File: config.mk
export PLATFORM = sky130hd
export DESIGN_NAME = primitiveUnit
export DESIGN_NICKNAME = d
export VERILOG_FILES = /design/src/primitivePkg.sv /design/src/boxBounds.sv /design/src/primitiveLane.sv /design/src/primitiveStore.sv /design/src/primitiveUnit.sv
export SDC_FILE = /design/constraint.sdc
export NUM_CORES = 1
export LEC_CHECK = 0
export ABC_CLOCK_PERIOD_IN_PS = 5700
export BUFFER_PORTS_ARGS = -buffer_cell sky130_fd_sc_hd__buf_2
export CAP_MARGIN = 20
export CORE_AREA = 4 4 322 324
export DETAILED_ROUTE_END_ITERATION = 8
export DIE_AREA = 0 0 326 328
export PLACE_DENSITY_LB_ADDON = 0.25
export SLEW_MARGIN = 20
export SYNTH_ARGS = -nofsm -noshare
export SYNTH_HDL_FRONTEND = slang
export SYNTH_SLANG_ARGS = --single-unit
File: constraint.sdc
create_clock -name clk -period 5.7 [get_ports clk]
set_clock_uncertainty 0.05 [all_clocks]
set_input_delay 1.14 -clock clk [delete_from_list [all_inputs] [get_ports clk]]
set_output_delay 1.14 -clock clk [all_outputs]
set_load 0.03 [all_outputs]
File: src/primitivePkg.sv
// --------------------
// Primitive query types, sizes and the fixed scene
// --------------------
package primitivePkg;

    // --------------------
    // Sizes
    localparam int fracBits       = 16;
    localparam int laneCount      = 2;
    localparam int aabbEntries    = 8;
    localparam int sphereEntries  = 4;
    localparam int aabbAddrBits   = $clog2(aabbEntries);
    localparam int sphereAddrBits = $clog2(sphereEntries);
    // First global primitive in the box table
    localparam int globalStartIdx = 4;

    // --------------------
    // Types
    // Signed Q16.16
    typedef logic signed [31:0] fixedT;

    typedef struct packed {
        fixedT x;
        fixedT y;
        fixedT z;
    } fixed3T;

    typedef struct packed {
        logic [7:0] r;
        logic [7:0] g;
        logic [7:0] b;
    } rgb8T;

    // Top bit set means no primitive
    typedef logic [7:0] primIndexT;
    localparam primIndexT nullPrimIndex = 8'hff;

    typedef enum logic [0:0] {ptAabb, ptSphere} PrimType;
    typedef enum logic [1:0] {stNone, stLambertian, stMetal, stDielectric} SurfaceType;

    // Position on top, then scale or radius, color in the low bits
    typedef struct packed {
        fixed3T position;
        fixedT  scale;
        rgb8T   color;
    } rawEntryT;

    // Integer to Q16.16
    function automatic fixedT toFixed(input int whole);
        return fixedT'(whole <<< fracBits);
    endfunction

    function automatic rawEntryT makeEntry(
        input int x,
        input int y,
        input int z,
        input int size,
        input int r,
        input int g,
        input int b
    );
        rawEntryT entry;
        entry.position.x = toFixed(x);
        entry.position.y = toFixed(y);
        entry.position.z = toFixed(z);
        entry.scale      = toFixed(size);
        entry.color.r    = 8'(r);
        entry.color.g    = 8'(g);
        entry.color.b    = 8'(b);
        return entry;
    endfunction

    // --------------------
    // Scene
    localparam rawEntryT groundBox    = makeEntry(0, -256, 0, 256, 100, 255, 100);
    localparam rawEntryT boxOne       = makeEntry(0, 13, 0, 10, 255, 255, 145);
    localparam rawEntryT boxTwo       = makeEntry(0, 20, 60, 20, 255, 100, 125);
    localparam rawEntryT globalSphere = makeEntry(0, 16, 0, 16, 255, 255, 0);

endpackage

File: src/boxBounds.sv
`timescale 1ns/1ps
// --------------------
// Box corners from center and half-size
// --------------------
module boxBounds (
    input  primitivePkg::fixed3T center,
    input  primitivePkg::fixedT  halfSize,
    input  logic                 applyOffset,
    input  primitivePkg::fixed3T offset,
    output primitivePkg::fixed3T boxMin,
    output primitivePkg::fixed3T boxMax
);
    import primitivePkg::*;

    fixed3T shift;
    fixed3T lowCorner;
    fixed3T highCorner;

    // Scene offset only for the selected box
    always_comb begin
        shift = applyOffset ? offset : '0;
    end

    // Center minus and plus half-size per axis
    always_comb begin
        lowCorner.x  = center.x - halfSize;
        lowCorner.y  = center.y - halfSize;
        lowCorner.z  = center.z - halfSize;
        highCorner.x = center.x + halfSize;
        highCorner.y = center.y + halfSize;
        highCorner.z = center.z + halfSize;
    end

    // --------------------
    // Offset both corners
    always_comb begin
        boxMin.x = lowCorner.x + shift.x;
        boxMin.y = lowCorner.y + shift.y;
        boxMin.z = lowCorner.z + shift.z;
        boxMax.x = highCorner.x + shift.x;
        boxMax.y = highCorner.y + shift.y;
        boxMax.z = highCorner.z + shift.z;
    end

endmodule

File: src/primitiveLane.sv
`timescale 1ns/1ps
// --------------------
// One query lane: bound check, surface pick, entry decode
// Results registered one cycle after the query
// --------------------
module primitiveLane (
    input  logic                     clk,
    input  logic                     rst,
    input  logic                     queryValid,
    input  primitivePkg::PrimType    primType,
    input  primitivePkg::primIndexT  laneIndex,
    input  primitivePkg::primIndexT  endIndex,
    input  primitivePkg::rawEntryT   boxEntry,
    input  primitivePkg::rawEntryT   sphereEntry,
    input  primitivePkg::fixed3T     offset,
    output primitivePkg::primIndexT  primIndex,
    output primitivePkg::SurfaceType surface,
    output primitivePkg::rgb8T       color,
    output primitivePkg::fixed3T     boxMin,
    output primitivePkg::fixed3T     boxMax,
    output primitivePkg::fixed3T     sphereCenter,
    output primitivePkg::fixedT      sphereRadius
);
    import primitivePkg::*;

    localparam int nullBit = $bits(primIndexT) - 1;

    primIndexT  tableSize;
    logic       indexValid;
    SurfaceType nextSurface;
    rawEntryT   entry;
    logic       applyOffset;
    fixed3T     boundsMin;
    fixed3T     boundsMax;

    // --------------------
    // Bound and null check
    always_comb begin
        tableSize  = (primType == ptAabb) ? primIndexT'(aabbEntries)
                                          : primIndexT'(sphereEntries);
        indexValid = !laneIndex[nullBit] && (laneIndex < endIndex)
                     && (laneIndex < tableSize);
    end

    // Refraction scene, absolute index decides the material
    always_comb begin
        if (!indexValid) begin
            nextSurface = stNone;
        end else if (laneIndex == primIndexT'(globalStartIdx + 1)) begin
            nextSurface = stDielectric;
        end else if (laneIndex == primIndexT'(globalStartIdx + 2)) begin
            nextSurface = stMetal;
        end else begin
            nextSurface = stLambertian;
        end
    end

    // Entry of the selected table
    always_comb begin
        entry       = (primType == ptAabb) ? boxEntry : sphereEntry;
        applyOffset = (laneIndex == primIndexT'(globalStartIdx + 1));
    end

    boxBounds bounds_i (
        .center     (boxEntry.position),
        .halfSize   (boxEntry.scale),
        .applyOffset(applyOffset),
        .offset     (offset),
        .boxMin     (boundsMin),
        .boxMax     (boundsMax)
    );

    // --------------------
    // Result registers
    always_ff @(posedge clk) begin
        if (rst) begin
            primIndex <= nullPrimIndex;
            surface   <= stNone;
        end else if (queryValid) begin
            primIndex <= indexValid ? laneIndex : nullPrimIndex;
            surface   <= nextSurface;
        end
    end

    // Payload, unused geometry held at zero
    always_ff @(posedge clk) begin
        if (queryValid) begin
            color <= entry.color;
            if (primType == ptAabb) begin
                boxMin       <= boundsMin;
                boxMax       <= boundsMax;
                sphereCenter <= '0;
                sphereRadius <= '0;
            end else begin
                boxMin       <= '0;
                boxMax       <= '0;
                sphereCenter <= sphereEntry.position;
                sphereRadius <= sphereEntry.scale;
            end
        end
    end

    // Null index and stNone always leave together
    surfaceTracksIndex: assert property (
        @(posedge clk) disable iff (rst)
        queryValid |=> ((surface == stNone) == primIndex[nullBit])
    ) else $error("lane surface %0d disagrees with index %0d", surface, primIndex);

endmodule

File: src/primitiveStore.sv
`timescale 1ns/1ps
// --------------------
// Read-only scene table for boxes and spheres
// One combinational read per lane
// --------------------
module primitiveStore (
    input  primitivePkg::primIndexT [primitivePkg::laneCount-1:0] readIndex,
    output primitivePkg::rawEntryT  [primitivePkg::laneCount-1:0] boxEntry,
    output primitivePkg::rawEntryT  [primitivePkg::laneCount-1:0] sphereEntry
);
    import primitivePkg::*;

    rawEntryT boxTable [aabbEntries];
    rawEntryT sphereTable [sphereEntries];

    // --------------------
    // Scene contents
    // Everything outside the global primitives stays empty
    always_comb begin
        for (int i = 0; i < aabbEntries; i++) begin
            boxTable[i] = '0;
        end
        // Ground, then the two boxes standing on it
        boxTable[globalStartIdx]     = groundBox;
        boxTable[globalStartIdx + 1] = boxOne;
        boxTable[globalStartIdx + 2] = boxTwo;
    end

    always_comb begin
        for (int i = 0; i < sphereEntries; i++) begin
            sphereTable[i] = '0;
        end
        sphereTable[0] = globalSphere;
    end

    // --------------------
    // Lane reads
    always_comb begin
        for (int n = 0; n < laneCount; n++) begin
            // Box side
            if (readIndex[n] < primIndexT'(aabbEntries)) begin
                boxEntry[n] = boxTable[readIndex[n][aabbAddrBits-1:0]];
            end else begin
                boxEntry[n] = '0;
            end
            // Sphere side, smaller table
            if (readIndex[n] < primIndexT'(sphereEntries)) begin
                sphereEntry[n] = sphereTable[readIndex[n][sphereAddrBits-1:0]];
            end else begin
                sphereEntry[n] = '0;
            end
        end
    end

    // --------------------
    // Checks
    // Every lane read stays inside the box table
    always_comb begin
        for (int n = 0; n < laneCount; n++) begin
            assert final (readIndex[n] < primIndexT'(aabbEntries))
            else $error("store read past box table, lane %0d index %0d",
                        n, readIndex[n]);
        end
    end

endmodule

File: src/primitiveUnit.sv
`timescale 1ns/1ps
// --------------------
// Primitive query unit, one query port over two lanes
// --------------------
module primitiveUnit (
    input  logic                     clk,
    input  logic                     rst,
    input  logic                     queryValid,
    input  primitivePkg::PrimType    primType,
    input  primitivePkg::primIndexT  startIndex,
    input  primitivePkg::primIndexT  endIndex,
    input  primitivePkg::fixed3T     offset,
    output logic                     resultValid,
    output primitivePkg::primIndexT  [primitivePkg::laneCount-1:0] primIndex,
    output primitivePkg::SurfaceType [primitivePkg::laneCount-1:0] surface,
    output primitivePkg::rgb8T       [primitivePkg::laneCount-1:0] color,
    output primitivePkg::fixed3T     [primitivePkg::laneCount-1:0] boxMin,
    output primitivePkg::fixed3T     [primitivePkg::laneCount-1:0] boxMax,
    output primitivePkg::fixed3T     [primitivePkg::laneCount-1:0] sphereCenter,
    output primitivePkg::fixedT      [primitivePkg::laneCount-1:0] sphereRadius
);
    import primitivePkg::*;

    primIndexT [laneCount-1:0] laneIndex;
    primIndexT [laneCount-1:0] readIndex;
    rawEntryT  [laneCount-1:0] boxEntry;
    rawEntryT  [laneCount-1:0] sphereEntry;

    // --------------------
    // Lane addressing
    // Null start reads from the table base instead
    always_comb begin
        for (int n = 0; n < laneCount; n++) begin
            laneIndex[n] = startIndex + primIndexT'(n);
            readIndex[n] = startIndex[$bits(primIndexT)-1] ? primIndexT'(n) : laneIndex[n];
        end
    end

    primitiveStore store_i (
        .readIndex  (readIndex),
        .boxEntry   (boxEntry),
        .sphereEntry(sphereEntry)
    );

    for (genvar n = 0; n < laneCount; n++) begin : laneGen
        primitiveLane lane_i (
            .clk         (clk),
            .rst         (rst),
            .queryValid  (queryValid),
            .primType    (primType),
            .laneIndex   (laneIndex[n]),
            .endIndex    (endIndex),
            .boxEntry    (boxEntry[n]),
            .sphereEntry (sphereEntry[n]),
            .offset      (offset),
            .primIndex   (primIndex[n]),
            .surface     (surface[n]),
            .color       (color[n]),
            .boxMin      (boxMin[n]),
            .boxMax      (boxMax[n]),
            .sphereCenter(sphereCenter[n]),
            .sphereRadius(sphereRadius[n])
        );
    end

    // Lanes register on the same edge
    always_ff @(posedge clk) begin
        if (rst) begin
            resultValid <= 1'b0;
        end else begin
            resultValid <= queryValid;
        end
    end

endmodule

# Word-level counts from Yosys, hierarchy flattened
# Memory sizes are Yosys's and may differ from the RTL's.
# Cells that the tools add are included.
[word_totals]
memories = 2
register_bits = 709
input_bits = 116
romBits = 2432
[memory_table]
columns = ["name", "words", "word_bits", "read_ports", "rd_ports_with_merged_regs", "write_ports", "line", "rtl"]
rows = [
  ["(name not given)", 8, 152, 1, 0, 0, "primitiveStore.sv:42", "boxEntry[n] = boxTable[readIndex[n][aabbAddrBits-1:0]];"],
  ["(name not given)", 8, 152, 1, 0, 0, "primitiveStore.sv:42", ""],
]
[classes]
eq_ne = 4
n_bitwise = 4
mux = 29
magnitude_cmp = 12
reduce_logical = 6
n_addsub = 25
[op_table]
columns = ["operator", "count"]
rows = [
  ["152-bit two-way mux", 12],
  ["152-bit binary-select mux with 2-bit select", 2],
  ["32-bit adder", 18],
  ["96-bit two-way mux", 2],
  ["32-bit subtractor", 6],
  ["24-bit two-way mux", 2],
  ["8-bit by 3-bit equality test with 1-bit output (second input constant)", 4],
  ["8-bit less-than comparator", 3],
  ["8-bit two-way mux", 3],
  ["2-bit two-way mux", 6],
  ["8-bit by 1-bit adder with 8-bit output (second input constant)", 1],
  ["4-bit >= comparator (second input constant)", 2],
  ["8-bit by 3-bit less-than comparator with 1-bit output (second input constant)", 1],
  ["8-bit by 4-bit less-than comparator with 1-bit output", 1],
  ["8-bit by 4-bit less-than comparator with 1-bit output (second input constant)", 1],
  ["3-bit NOT with 4-bit output", 2],
  ["7-bit by 3-bit less-than comparator with 1-bit output (second input constant)", 1],
  ["7-bit by 4-bit less-than comparator with 1-bit output (second input constant)", 1],
  ["7-bit two-way mux", 1],
  ["3-bit >= comparator (second input constant)", 2],
  ["2-bit NOT with 3-bit output", 2],
  ["1-bit logical AND", 4],
  ["4-bit two-way mux", 1],
  ["1-bit zero test", 2],
]

# Logic depth before layout (Yosys ltp)
# Gate-level depths: netlist of the first run.
[depth]
depth_word = 9
depth_mapped = 26

# By module
# From an unflattened synthesis of the first run, not the netlist that was laid out.
[unflattened]
cells_unflattened = 6363
area_unflattened_um2 = 62272.2
[modules_own_cells]
columns = ["module", "n_inst", "area_each_um2", "cells_per_inst"]
rows = [
  ["primitiveLane", 2, 13346.6, 795],
  ["boxBounds (laneGen[1].lane_i.bounds_i)", 1, 15374.7, 2070],
  ["boxBounds (laneGen[0].lane_i.bounds_i)", 1, 15098.2, 2032],
  ["primitiveStore", 1, 4842.1, 632],
  ["primitiveUnit", 1, 264.0, 39],
]

# Least setup slack after synthesis of the first run
# Ideal clock, no wire load.
[synth_path]
path_kind = "input port to flip-flop"
start = "input port startIndex[3]"
end = "register, netlist name laneGen[1].lane_i.boxMin[24]"
arrival_ps = 5500
setup_time_ps = 266
path_buffers = 7
slack_ps = -116
stages = 26
t_required_ps = 5384
cell_sequence = "buf_2 -> and3_1 -> nand3_1 -> nor2_1 -> ha_1 -> nand2_1 -> a211oi_4 -> o22a_4 -> buf_6 -> buf_2 -> buf_2 -> buf_2 -> buf_2 -> nand2_1 -> inv_1 -> ha_1 -> clkbuf_1 -> a21oi_1 -> o21ai_0 -> a311oi_1 -> nand2_1 -> o22a_1 -> a311o_1 -> a31oi_1 -> xor2_1 -> nor2_1"
[synth_via]
elab_chain_cells = 6
word_cells_on_any_way = 8
classes_between = "3 x add/sub; 1 x order compare; 1 x eq/ne; 3 x mux"
[synth_lines]
columns = ["item", "line", "rtl"]
rows = [
  ["start: declaration", "primitiveUnit.sv:10", "input primitivePkg::primIndexT startIndex,"],
  ["8-bit by 1-bit adder with 8-bit output *", "primitiveUnit.sv:34", "laneIndex[n] = startIndex + primIndexT'(n);"],
  ["8-bit two-way mux", "primitiveUnit.sv:35", "readIndex[n] = startIndex[$bits(primIndexT)-1] ? primIndexT'(n) : laneIndex[n];"],
  ["8-bit by 4-bit less-than comparator with 1-bit output", "primitiveStore.sv:41", "if (readIndex[n] < primIndexT'(aabbEntries)) begin"],
  ["152-bit two-way mux", "primitiveStore.sv:41", ""],
  ["32-bit subtractor", "boxBounds.sv:28", "lowCorner.z = center.z - halfSize;"],
  ["32-bit adder *", "boxBounds.sv:39", "boxMin.z = lowCorner.z + shift.z;"],
]
# Every way passes the cells marked *; elsewhere a longest branch is shown, timed or not.
# A chain may end at the register's enable or synchronous reset.

# Final worst setup path of the first run
[layout_path]
start = "input port startIndex[0]"
end = "register, netlist name laneGen[1].lane_i.boxMin[24]"
[layout_via]
elab_chain_cells = 9
word_cells_on_any_way = 12
classes_between = "3 x add/sub; 1 x order compare; 1 x eq/ne; 5 x mux; 1 x bitwise; 1 x memory"
[layout_lines]
columns = ["item", "line"]
rows = [
  ["8-bit by 1-bit adder with 8-bit output *", "primitiveUnit.sv:34"],
  ["8-bit two-way mux", "primitiveUnit.sv:35"],
  ["3-bit NOT with 4-bit output (not written as such)", "primitiveStore.sv:42"],
  ["memory read 8 x 152 bit", "-"],
  ["152-bit two-way mux (not written as such) (2 in a row)", "primitiveStore.sv:42"],
  ["152-bit two-way mux", "primitiveStore.sv:41"],
  ["32-bit subtractor", "boxBounds.sv:28"],
  ["32-bit adder *", "boxBounds.sv:39"],
]
# Every way passes the cells marked *; elsewhere a longest branch is shown, timed or not. The select of a mux whose other input is x is not followed.

==> impl_metrics.py, run 1 <==
metrics = {
    "detailed_routing": {
        "drt_iter0_drc": 1394,
        "drtPass1Iterations": 7,
        "vias": 22700,
        "drc": 0,
        "viasPerCell": 4.59,
        "routed_wl_um": 104000,
        "detail_route.wl_per_cell_um": 21.1,
        "postRouteAntennaNets": 0,
    },
    "setup_path": {
        "rrSetupSlack_ns": 4.92,
        "cp_max_fo": 31,
        "cp_cell_sequence": "buf_2 > ha_1 > nand3_2 > a211oi_4 > o22a_4 > buf_12 > buf_4 > nand2_1 > ha_1 > a21oi_2 > o21ai_0 > a311oi_1 > nand2_1 > o22a_1 > a311o_1 > a31oi_1 > xor2_1 > nor2_1",
        "crit_start": "startIndex[0]",
        "rr_endpoint": "laneGen[0].lane_i.primIndex[6]$_SDFFE_PP1P_",
        "cpMaxStageDelayCell": "ha_1",
        "slowest_delay_ns": 0.41,
        "crit_family": "compound AO/OA/AOI/OAI gates",
        "cp_data_arrival_time_ns": 5.28,
        "end_kind": "flop",
        "crit_cells": 18,
        "crit_buf_inv": 3,
        "reg2reg_depth": 2,
        "r2r-start": "laneGen[0].lane_i.primIndex[6]$_SDFFE_PP1P_",
        "critPathKind": "in2reg",
        "cp-start-kind": "input port",
        "endpoint": "laneGen[1].lane_i.boxMin[24]$_SDFFCE_PP0P_",
        "required_ns": 6.00,
    },
    "logic_synthesis": {
        "synth_area_um2": 28400,
        "yosysWarnings": 0,
        "async_flop_share": 0,
        "synthFlopType": "edfxtp_1",
        "yosysSeqAreaShare": 0.406,
        "synth_edf_count": 370,
        "avgSynthCellArea_um2": 9.41,
        "synth_cells": 3019,
        "synth.distinct_cells": 93,
        "ys_seq_elements": 391,
    },
    "placement": {
        "dp_slack_ns": 0.0974,
        "routabilityCongestion": 0.865,
        "numPortBuffers": 570,
        "hpwl_um": 83300,
    },
    "final_layout": {
        "area_growth_pct": 17.6,
        "fin_nets": 3885,
        "drive_gt1_frac": 0.221,
        "utilization": 0.330,
        "final_cell_mix": "568 x buf_2, 370 x edfxtp_1, 323 x nor2_1, 255 x nand2_1, 254 x conb_1",
        "final_common_cell": "buf_2",
    },
    "timing": {
        "setup_ws_ns": 0.712,
        "fmax_mhz": 200,
        "tightest_slew_ns": 0.968,
        "setup_viol": 0,
        "fin_crit_sh": 0.875,
        "rsz0062_at_grt": "no",
        "tns_ns": 0,
        "hold_viol_final": 0,
        "relSlewSlack": 0.355,
        "drv_slew": 0,
        "min_period_ns": 4.99,
    },
    "job": {
        "maxCapViolCount": 0,
    },
    "clock_network": {
        "cts_post_setup_buffers_inserted": 0,
        "hold_buffers": 0,
        "numCtsBuffers": 49,
        "cts_buffer_depth": 3,
        "cts_tree": "done",
        "path_clk_slew_ns": 0.06,
        "insertion_delay_ns": 0.63,
        "clock_sink_count": 391,
        "root_buffer": "clkbuf_16",
        "cts-resized-gates": 0,
        "h-tree-depth": 2,
    },
    "grt": {
        "grt_max_degree": 131,
        "grt_pass1_wl_um": 149000,
        "gr-usage-all-layers": 0.186,
        "antenna_found_initial": 23,
        "grt_pass1_vias": 22000,
        "grt-ovfl-total": 0,
    },
    "die": {
        "row_count": 117,
        "initial_utilization": 0.281,
        "fp.dieW_um": 326,
        "fp.coreArea_um2": 101000,
        "die-area_um2": 107000,
        "io_pins": 825,
        "die_y_um": 328,
    },
    "power": {
        "ir_drop_mv": 0.201,
        "power_leakage_nw": 16.4,
        "p_per_area_nw_per_um2": 238,
        "total_power_mw": 7.93,
    },
    "status": {
        "run_status": "complete, no violations",
    },
    "min_path": {
        "hold_class": "reg2reg",
    },
}
==> where the power goes <==
group	leakage (nW)	internal, mW	switching (mW)	total, mW
clock	0.783	1.78	1.36	3.14
sequential	3.69	3.31	0.0739	3.39
combinational	11.9	0.309	1.10	1.41
==> synthesized netlist by cell type, types with 7 or more instances <==
master    instances  area share
a41oi_1           8      0.0025
nor3b_1          10      0.0026
fa_1             10      0.0070
inv_1           212       0.028
nand4_1          42      0.0093
o21bai_1         26      0.0069
or3_1             8      0.0018
nand3_1          47      0.0083
buf_1            10      0.0013
xor2_1           75       0.023
a211oi_1         15      0.0040
mux2_2            7      0.0028
nand2b_1         14      0.0031
a31oi_1          26      0.0057
nand2_1         255       0.034
and4_1            7      0.0022
buf_2            16      0.0028
a21oi_1         162       0.029
and2_1           31      0.0068
clkbuf_1         99       0.013
mux2i_1           7      0.0025
dfxtp_1          21       0.015
buf_4           320       0.085
ha_1            226        0.10
xnor2_1         111       0.034
a21o_1           98       0.026
o21a_1           23      0.0061
o21ai_1           8      0.0014
o21ai_0         102       0.018
nor3_1           40      0.0070
and3_1          118       0.026
edfxtp_1        370        0.39
o31ai_1           8      0.0021
nor2b_1          33      0.0073
nor2_1          323       0.043
o211ai_1         15      0.0040
==> logic make-up after synthesis <==
group                      share of synthesized area
and+or+nand+nor                                0.158
buffers and inverters                          0.131
AOI/OAI and AO/OA                              0.134
DFF                                            0.406
adders and majority gates                      0.107
xor gates and xnor gates                      0.0579
muxes                                        0.00524
other                                       0.000132
==> worst min-delay path, stage by stage (launching register included) <==
cell and delay [ns]:
dfxtp_1 0.30, inv_1 0.04, o21ai_0 0.06
==> worst min path at each step <==
stage	startpoint	to	slack, ns	cells past startpoint
floorplan	laneGen[1].lane_i.primIndex[7]$_SDFFE_PP1P_	laneGen[1].lane_i.primIndex[7]$_SDFFE_PP1P_	0.52	2
global placement	laneGen[1].lane_i.primIndex[7]$_SDFFE_PP1P_	laneGen[1].lane_i.primIndex[7]$_SDFFE_PP1P_	0.40	2
detailed placement	laneGen[1].lane_i.primIndex[7]$_SDFFE_PP1P_	laneGen[1].lane_i.primIndex[7]$_SDFFE_PP1P_	0.40	2
CTS	laneGen[1].lane_i.primIndex[7]$_SDFFE_PP1P_	laneGen[1].lane_i.primIndex[7]$_SDFFE_PP1P_	0.41	2
global route	laneGen[1].lane_i.primIndex[7]$_SDFFE_PP1P_	laneGen[1].lane_i.primIndex[7]$_SDFFE_PP1P_	0.43	2
finish	laneGen[1].lane_i.primIndex[7]$_SDFFE_PP1P_	laneGen[1].lane_i.primIndex[7]$_SDFFE_PP1P_	0.41	2
==> routing by layer <==
| layer | GRT usage | routed length, µm | part of all wire |
|---|---|---|---|
| met1 | 0.235 | 44500 | 0.43 |
| met2 | 0.326 | 50900 | 0.49 |
| met3 | 0.0421 | 6720 | 0.064 |
| met4 | 0.0415 | 2240 | 0.021 |
| met5 | 0 | 107 | 0.0010 |
==> registers in the layout, indices dropped and copies added, names as in the netlist <==
signal	flops
laneGen.lane_i.boxMin	169
laneGen.lane_i.surface	4
laneGen.lane_i.boxMax	185
laneGen.lane_i.sphereCenter	1
resultValid	1
laneGen.lane_i.sphereRadius	1
laneGen.lane_i.primIndex	16
laneGen.lane_i.color	14
==> per-stage QoR <==
step | cell area [µm²] | hold slack, ns | instances
2_1_floorplan | 29400 | 0.523 | 3272
3_3_place_gp | 31700 | 0.398 | 4850
3_5_place_dp | 31700 | 0.402 | 4850
4_1_cts | 33400 | 0.411 | 4939
5_1_grt | 33400 | 0.432 | 4940
6_report | 33400 | 0.406 | 4950
==> layout make-up <==
type                    instances  area [µm²]
diodes                         11        27.5
clock buffers                  59        1300
clock inverters                30         327
fillers                     10600       67800
inverters                     215         807
multi-input cells            2218       14100
flip-flops and latches        391       11500
well taps                    1368        1710
repair buffers                658        3580
(Power assumes the default switching activity.)
==> inputs of run 2 (changes only) <==
Settings changed: ABC_AREA set to 1, CORE_AREA 4 4 322 324 to 4 4 320 322, DIE_AREA 0 0 326 328 to 0 0 324 326.
==> impl_metrics.py, run 2 <==
metrics = {
    "detailed_routing": {
        "routed_wl_um": 103000,
        "vias": 23900,
        "viasPerCell": 4.52,
        "postRouteAntennaNets": 0,
        "drc": 0,
        "drt_iter0_drc": 1759,
        "drtPass1Iterations": 5,
        "detail_route.wl_per_cell_um": 19.4,
    },
    "min_path": {
        "hold_class": "reg2reg",
    },
    "power": {
        "switching_power_mw": 2.58,
        "power_leakage_nw": 16.3,
        "switching_share": 0.317,
        "internal-power_mw": 5.57,
        "p_per_area_nw_per_um2": 249,
        "p_seq_frac": 0.417,
        "ir_drop_mv": 0.205,
        "power_frac_clock": 0.399,
        "p_comb_frac": 0.184,
    },
    "logic_synthesis": {
        "synth_xor_xnor_area_share": 0.00282,
        "synth_top_area_share": 0.398,
        "synthFlopType": "edfxtp_1",
        "synth_edf_count": 370,
        "synth_cells": 3427,
        "synth_area_um2": 27900,
        "synthMuxAreaShare": 0,
        "synth_fa_ha_area_frac": 0.108,
        "ys_seq_elements": 391,
        "synth_top_family_by_area": "simple AND/OR/NAND/NOR gates",
        "avgSynthCellArea_um2": 8.15,
        "yosysSeqAreaShare": 0.413,
        "synth.cells.most_frequent": "531 x nor2_1, 521 x inv_1, 441 x nand2_1",
        "synth-compound-area-share": 0.140,
        "synth-simple-area-share": 0.170,
        "synth.area.top_cells": "edfxtp_1 40%, ha_1 10%, buf_4 8.7%",
        "yosysMostFrequentCell": "nor2_1",
        "yosysWarnings": 0,
        "synth_top_cell_by_area": "edfxtp_1",
        "async_flop_share": 0,
        "synth.distinct_cells": 55,
    },
    "setup_path": {
        "reg2reg_depth": 2,
        "required_ns": 6.03,
        "cp-start-kind": "input port",
        "crit_start": "startIndex[0]",
        "rr_endpoint": "laneGen[0].lane_i.primIndex[2]$_SDFFE_PP1P_",
        "cp_max_fo": 9,
        "critPathKind": "in2reg",
        "endpoint": "laneGen[1].lane_i.boxMin[62]$_SDFFCE_PP0P_",
        "end_kind": "flop",
        "cp_data_arrival_time_ns": 5.45,
        "r2r-start": "laneGen[0].lane_i.primIndex[2]$_SDFFE_PP1P_",
        "rrSetupSlack_ns": 4.90,
    },
    "final_layout": {
        "final_cells": 5303,
        "largest_reg_flops": 185,
        "top_regs": "laneGen.lane_i.boxMax: 185 flops, laneGen.lane_i.boxMin: 169 flops, laneGen.lane_i.primIndex: 16 flops",
        "fin_nets": 4312,
        "area_growth_pct": 17.3,
        "final_common_cell": "buf_2",
        "drive_gt1_frac": 0.180,
        "final_cell_mix": "568 x buf_2, 528 x nor2_1, 520 x inv_1, 439 x nand2_1, 370 x edfxtp_1",
        "largest_register": "laneGen.lane_i.boxMax",
        "utilization": 0.329,
    },
    "die": {
        "initial_utilization": 0.281,
        "io_pins": 825,
        "die_y_um": 326,
        "row_count": 116,
        "die-area_um2": 106000,
        "fp.dieW_um": 324,
        "fp.coreArea_um2": 99600,
    },
    "placement": {
        "numPortBuffers": 570,
        "hpwl_um": 83000,
        "placed_cells": 5206,
        "routabilityCongestion": 0.893,
    },
    "clock_network": {
        "cts-resized-gates": 0,
        "numCtsBuffers": 50,
        "clock_sink_count": 391,
        "root_buffer": "clkbuf_16",
        "cts_buffer_depth": 3,
        "cts_tree": "done",
        "path_clk_slew_ns": 0.06,
        "insertion_delay_ns": 0.62,
        "hold_buffers": 0,
        "h-tree-depth": 2,
        "cts_post_setup_buffers_inserted": 0,
    },
    "grt": {
        "antenna_found_initial": 13,
        "grt-ovfl-total": 0,
        "grt_pass1_vias": 22400,
        "grt_pass1_wl_um": 148000,
        "grt_max_degree": 148,
        "gr-usage-all-layers": 0.187,
    },
    "timing": {
        "drv_slew": 0,
        "rsz0062_at_grt": "no",
        "setup_viol": 0,
        "tns_ns": 0,
        "hold_slack_ns": 0.410,
        "hold_viol_final": 0,
        "fin_crit_sh": 0.898,
        "fmax_mhz": 195,
        "tightest_slew_ns": 1.00,
        "relSlewSlack": 0.330,
        "min_period_ns": 5.12,
    },
    "job": {
        "maxCapViolCount": 0,
    },
    "status": {
        "run_status": "complete, no violations",
    },
}
run 2: worst max-delay path: stages:
cell and delay (ns):
buf_2 0.16, ha_1 0.25, nand2_2 0.09, inv_1 0.05
nor2_2 0.17, inv_1 0.12, nor2_1 0.24, inv_1 0.09
nor2_1 0.13, nand2_2 0.07, buf_4 0.20, inv_2 0.16
o21ai_0 0.13, nand2_1 0.08, inv_1 0.04, ha_1 0.32
ha_1 0.44, nand2_1 0.11, inv_1 0.08, nand2_1 0.10
nor2_1 0.19, nand3_1 0.08, o21ai_0 0.48, nand4_1 0.23
a21oi_1 0.18, nor2_1 0.08
run 2: worst min path at each step:
stage | depth (start not counted) | slack, ns | endpoint | startpoint
floorplan | 2 | 0.53 | laneGen[1].lane_i.primIndex[7]$_SDFFE_PP1P_ | laneGen[1].lane_i.primIndex[7]$_SDFFE_PP1P_
CTS | 2 | 0.41 | laneGen[0].lane_i.surface[0]$_SDFFE_PP0P_ | laneGen[0].lane_i.surface[0]$_SDFFE_PP0P_
global placement | 2 | 0.40 | laneGen[0].lane_i.primIndex[7]$_SDFFE_PP1P_ | laneGen[0].lane_i.primIndex[7]$_SDFFE_PP1P_
global route | 2 | 0.43 | laneGen[0].lane_i.surface[0]$_SDFFE_PP0P_ | laneGen[0].lane_i.surface[0]$_SDFFE_PP0P_
detailed placement | 2 | 0.41 | laneGen[0].lane_i.surface[0]$_SDFFE_PP0P_ | laneGen[0].lane_i.surface[0]$_SDFFE_PP0P_
finish | 2 | 0.41 | laneGen[0].lane_i.surface[0]$_SDFFE_PP0P_ | laneGen[0].lane_i.surface[0]$_SDFFE_PP0P_
run 2: cell families (layout without fill, tap and decap cells):
group,after synthesis,after routing
adders and majority gates,236,236
AOI/OAI and AO/OA,718,718
buffers and inverters,907,1227
xor gates and xnor gates,9,9
other,1,259
DFF,391,391
and+or+nand+nor,1165,1165
run 2: metal layers:
layer | track usage | wire (µm) | up-vias
met1 | 0.242 | 44500 | 11000
li1 | - | - | 11900
met3 | 0.0460 | 8400 | 98
met2 | 0.314 | 48200 | 898
met5 | 0 | 8 | -
met4 | 0.0393 | 1950 | 2
run 2: power by group through the flow:
stage | combinational, mW | sequential [mW] | clock [mW]
6_report | 1.50 | 3.40 | 3.25
5_1_grt | 1.61 | 3.41 | 3.48
3_3_place_gp | 1.51 | 3.46 | 0
2_1_floorplan | 0.796 | 3.81 | 0
3_5_place_dp | 1.51 | 3.46 | 0
4_1_cts | 1.51 | 3.40 | 3.36
run 2: layout make-up:
cell class | instances | area, µm²
flip-flops and latches | 391 | 11500
diodes | 5 | 12.5
fillers | 10600 | 66800
repair buffers | 607 | 3190
well taps | 1298 | 1620
clock buffers | 56 | 1270
multi-input cells | 2382 | 12700
clock inverters | 36 | 388
inverters | 528 | 1980
run 2: through the flow:
| step | setup WS (ns) | power [mW] | cell area (µm²) |
|---|---|---|---|
| final | 0.581 | 8.15 | 32800 |
| after floorplan | 0.377 | 4.60 | 28900 |
| after global routing | 0.192 | 8.51 | 32700 |
| after CTS | 0.616 | 8.28 | 32700 |
| after global placement | -0.00533 | 4.97 | 31100 |
| after detailed placement | -0.0490 | 4.97 | 31100 |
==> inputs of run 3 (changes only) <==
Settings changed: REMOVE_ABC_BUFFERS set to 1.
==> impl_metrics.py, run 3 (same netlist as run 2, synthesis figures left out) <==
metrics = {
    "die": {
        "die-area_um2": 106000,
        "initial_utilization": 0.281,
        "fp.dieW_um": 324,
        "io_pins": 825,
        "fp.coreArea_um2": 99600,
        "die_y_um": 326,
        "row_count": 116,
    },
    "setup_path": {
        "r2r-start": "laneGen[0].lane_i.primIndex[1]$_SDFFE_PP1P_",
        "cp_max_fo": 9,
        "critPathKind": "in2reg",
        "crit_start": "startIndex[0]",
        "end_kind": "flop",
        "cp_data_arrival_time_ns": 5.35,
        "rrSetupSlack_ns": 4.93,
        "cp-start-kind": "input port",
        "required_ns": 6.03,
    },
    "final_layout": {
        "drive_gt1_frac": 0.181,
        "area_growth_pct": 17.6,
        "top_regs": "laneGen.lane_i.boxMax: 185 flops, laneGen.lane_i.boxMin: 169 flops, laneGen.lane_i.primIndex: 16 flops",
        "final_cell_mix": "568 x buf_2, 529 x nor2_1, 520 x inv_1, 439 x nand2_1, 370 x edfxtp_1",
        "final_cells": 5310,
        "largest_register": "laneGen.lane_i.boxMax",
        "utilization": 0.330,
        "largest_reg_flops": 185,
        "final_common_cell": "buf_2",
        "fin_nets": 4320,
    },
    "detailed_routing": {
        "drtPass1Iterations": 6,
        "drc": 0,
        "routed_wl_um": 104000,
        "postRouteAntennaNets": 0,
        "viasPerCell": 4.54,
        "detail_route.wl_per_cell_um": 19.5,
        "drt_iter0_drc": 1555,
        "vias": 24100,
    },
    "clock_network": {
        "path_clk_slew_ns": 0.07,
        "h-tree-depth": 2,
        "root_buffer": "clkbuf_16",
        "cts_post_setup_buffers_inserted": 0,
        "cts_tree": "done",
        "cts_buffer_depth": 3,
        "numCtsBuffers": 50,
        "clock_sink_count": 391,
        "hold_buffers": 0,
        "cts-resized-gates": 0,
        "insertion_delay_ns": 0.63,
    },
    "placement": {
        "routabilityCongestion": 0.900,
        "placed_cells": 5214,
        "dp_slack_ns": 0.147,
        "hpwl_um": 83400,
        "numPortBuffers": 570,
    },
    "power": {
        "total_power_mw": 8.29,
        "power_leakage_nw": 16.4,
        "ir_drop_mv": 0.198,
        "p_per_area_nw_per_um2": 252,
    },
    "grt": {
        "grt_max_degree": 157,
        "grt-ovfl-total": 0,
        "grt_pass1_vias": 22200,
        "antenna_found_initial": 7,
        "gr-usage-all-layers": 0.186,
        "grt_pass1_wl_um": 147000,
    },
    "timing": {
        "tns_ns": 0,
        "setup_ws_ns": 0.679,
        "hold_viol_final": 0,
        "rsz0062_at_grt": "no",
        "drv_slew": 0,
        "relSlewSlack": 0.362,
        "fin_crit_sh": 0.881,
        "fmax_mhz": 199,
        "tightest_slew_ns": 0.957,
        "min_period_ns": 5.02,
        "setup_viol": 0,
    },
    "min_path": {
        "min_from": "laneGen[1].lane_i.surface[0]$_SDFFE_PP0P_",
        "hold_class": "reg2reg",
    },
    "job": {
        "maxCapViolCount": 0,
    },
    "status": {
        "run_status": "complete, no violations",
    },
}
run 3: critical path, stage by stage:
cell and delay [ns]:
buf_2 0.16, ha_1 0.25, nand2_2 0.09, inv_1 0.05
nor2_2 0.21, inv_1 0.12, nor2_1 0.24, inv_1 0.09
nor2_1 0.13, nand2_2 0.07, buf_4 0.21, inv_2 0.13
o21ai_0 0.10, nand2_1 0.07, inv_1 0.04, ha_1 0.31
ha_1 0.41, nand2_1 0.10, inv_1 0.09, nand2_1 0.11
nor2_1 0.16, nand3_1 0.08, o21ai_0 0.54, nand4_1 0.22
a21oi_1 0.18, nor2_1 0.06
run 3: layer usage:
metal / wire length [µm] / global-route usage
met3: 6060 / 0.0287
met5: 13 / 0
met2: 50300 / 0.324
met4: 1750 / 0.0368
met1: 45600 / 0.245
run 3: area by class of cell:
type                    count  area [µm²]
diodes                      5        12.5
clock buffers              62        1320
clock inverters            29         398
fillers                 10600       66700
inverters                 528        1980
multi-input cells        2382       12700
flip-flops and latches    391       11500
well taps                1298        1620
repair buffers            615        3240
run 3: worst paths after layout:
check	end	cells past startpoint
setup / recovery	laneGen[1].lane_i.boxMin[62]$_SDFFCE_PP0P_	26
hold / removal	laneGen[1].lane_i.surface[0]$_SDFFE_PP0P_	2
setup reg to reg	laneGen[0].lane_i.primIndex[1]$_SDFFE_PP1P_	2
hold reg to reg	laneGen[1].lane_i.surface[0]$_SDFFE_PP0P_	2
run 3: power by group:
group	switching (mW)	internal (mW)	total [mW]
clock	1.34	2.05	3.39
combinational	1.19	0.313	1.50
sequential	0.0716	3.33	3.40
run 3: metrics by stage:
step / instance area (µm²) / hold slack [ns]
floorplan: 26200 / 0.533
global placement: 31100 / 0.400
detailed placement: 31100 / 0.404
CTS: 32800 / 0.415
global route: 32800 / 0.440
finish: 32900 / 0.414
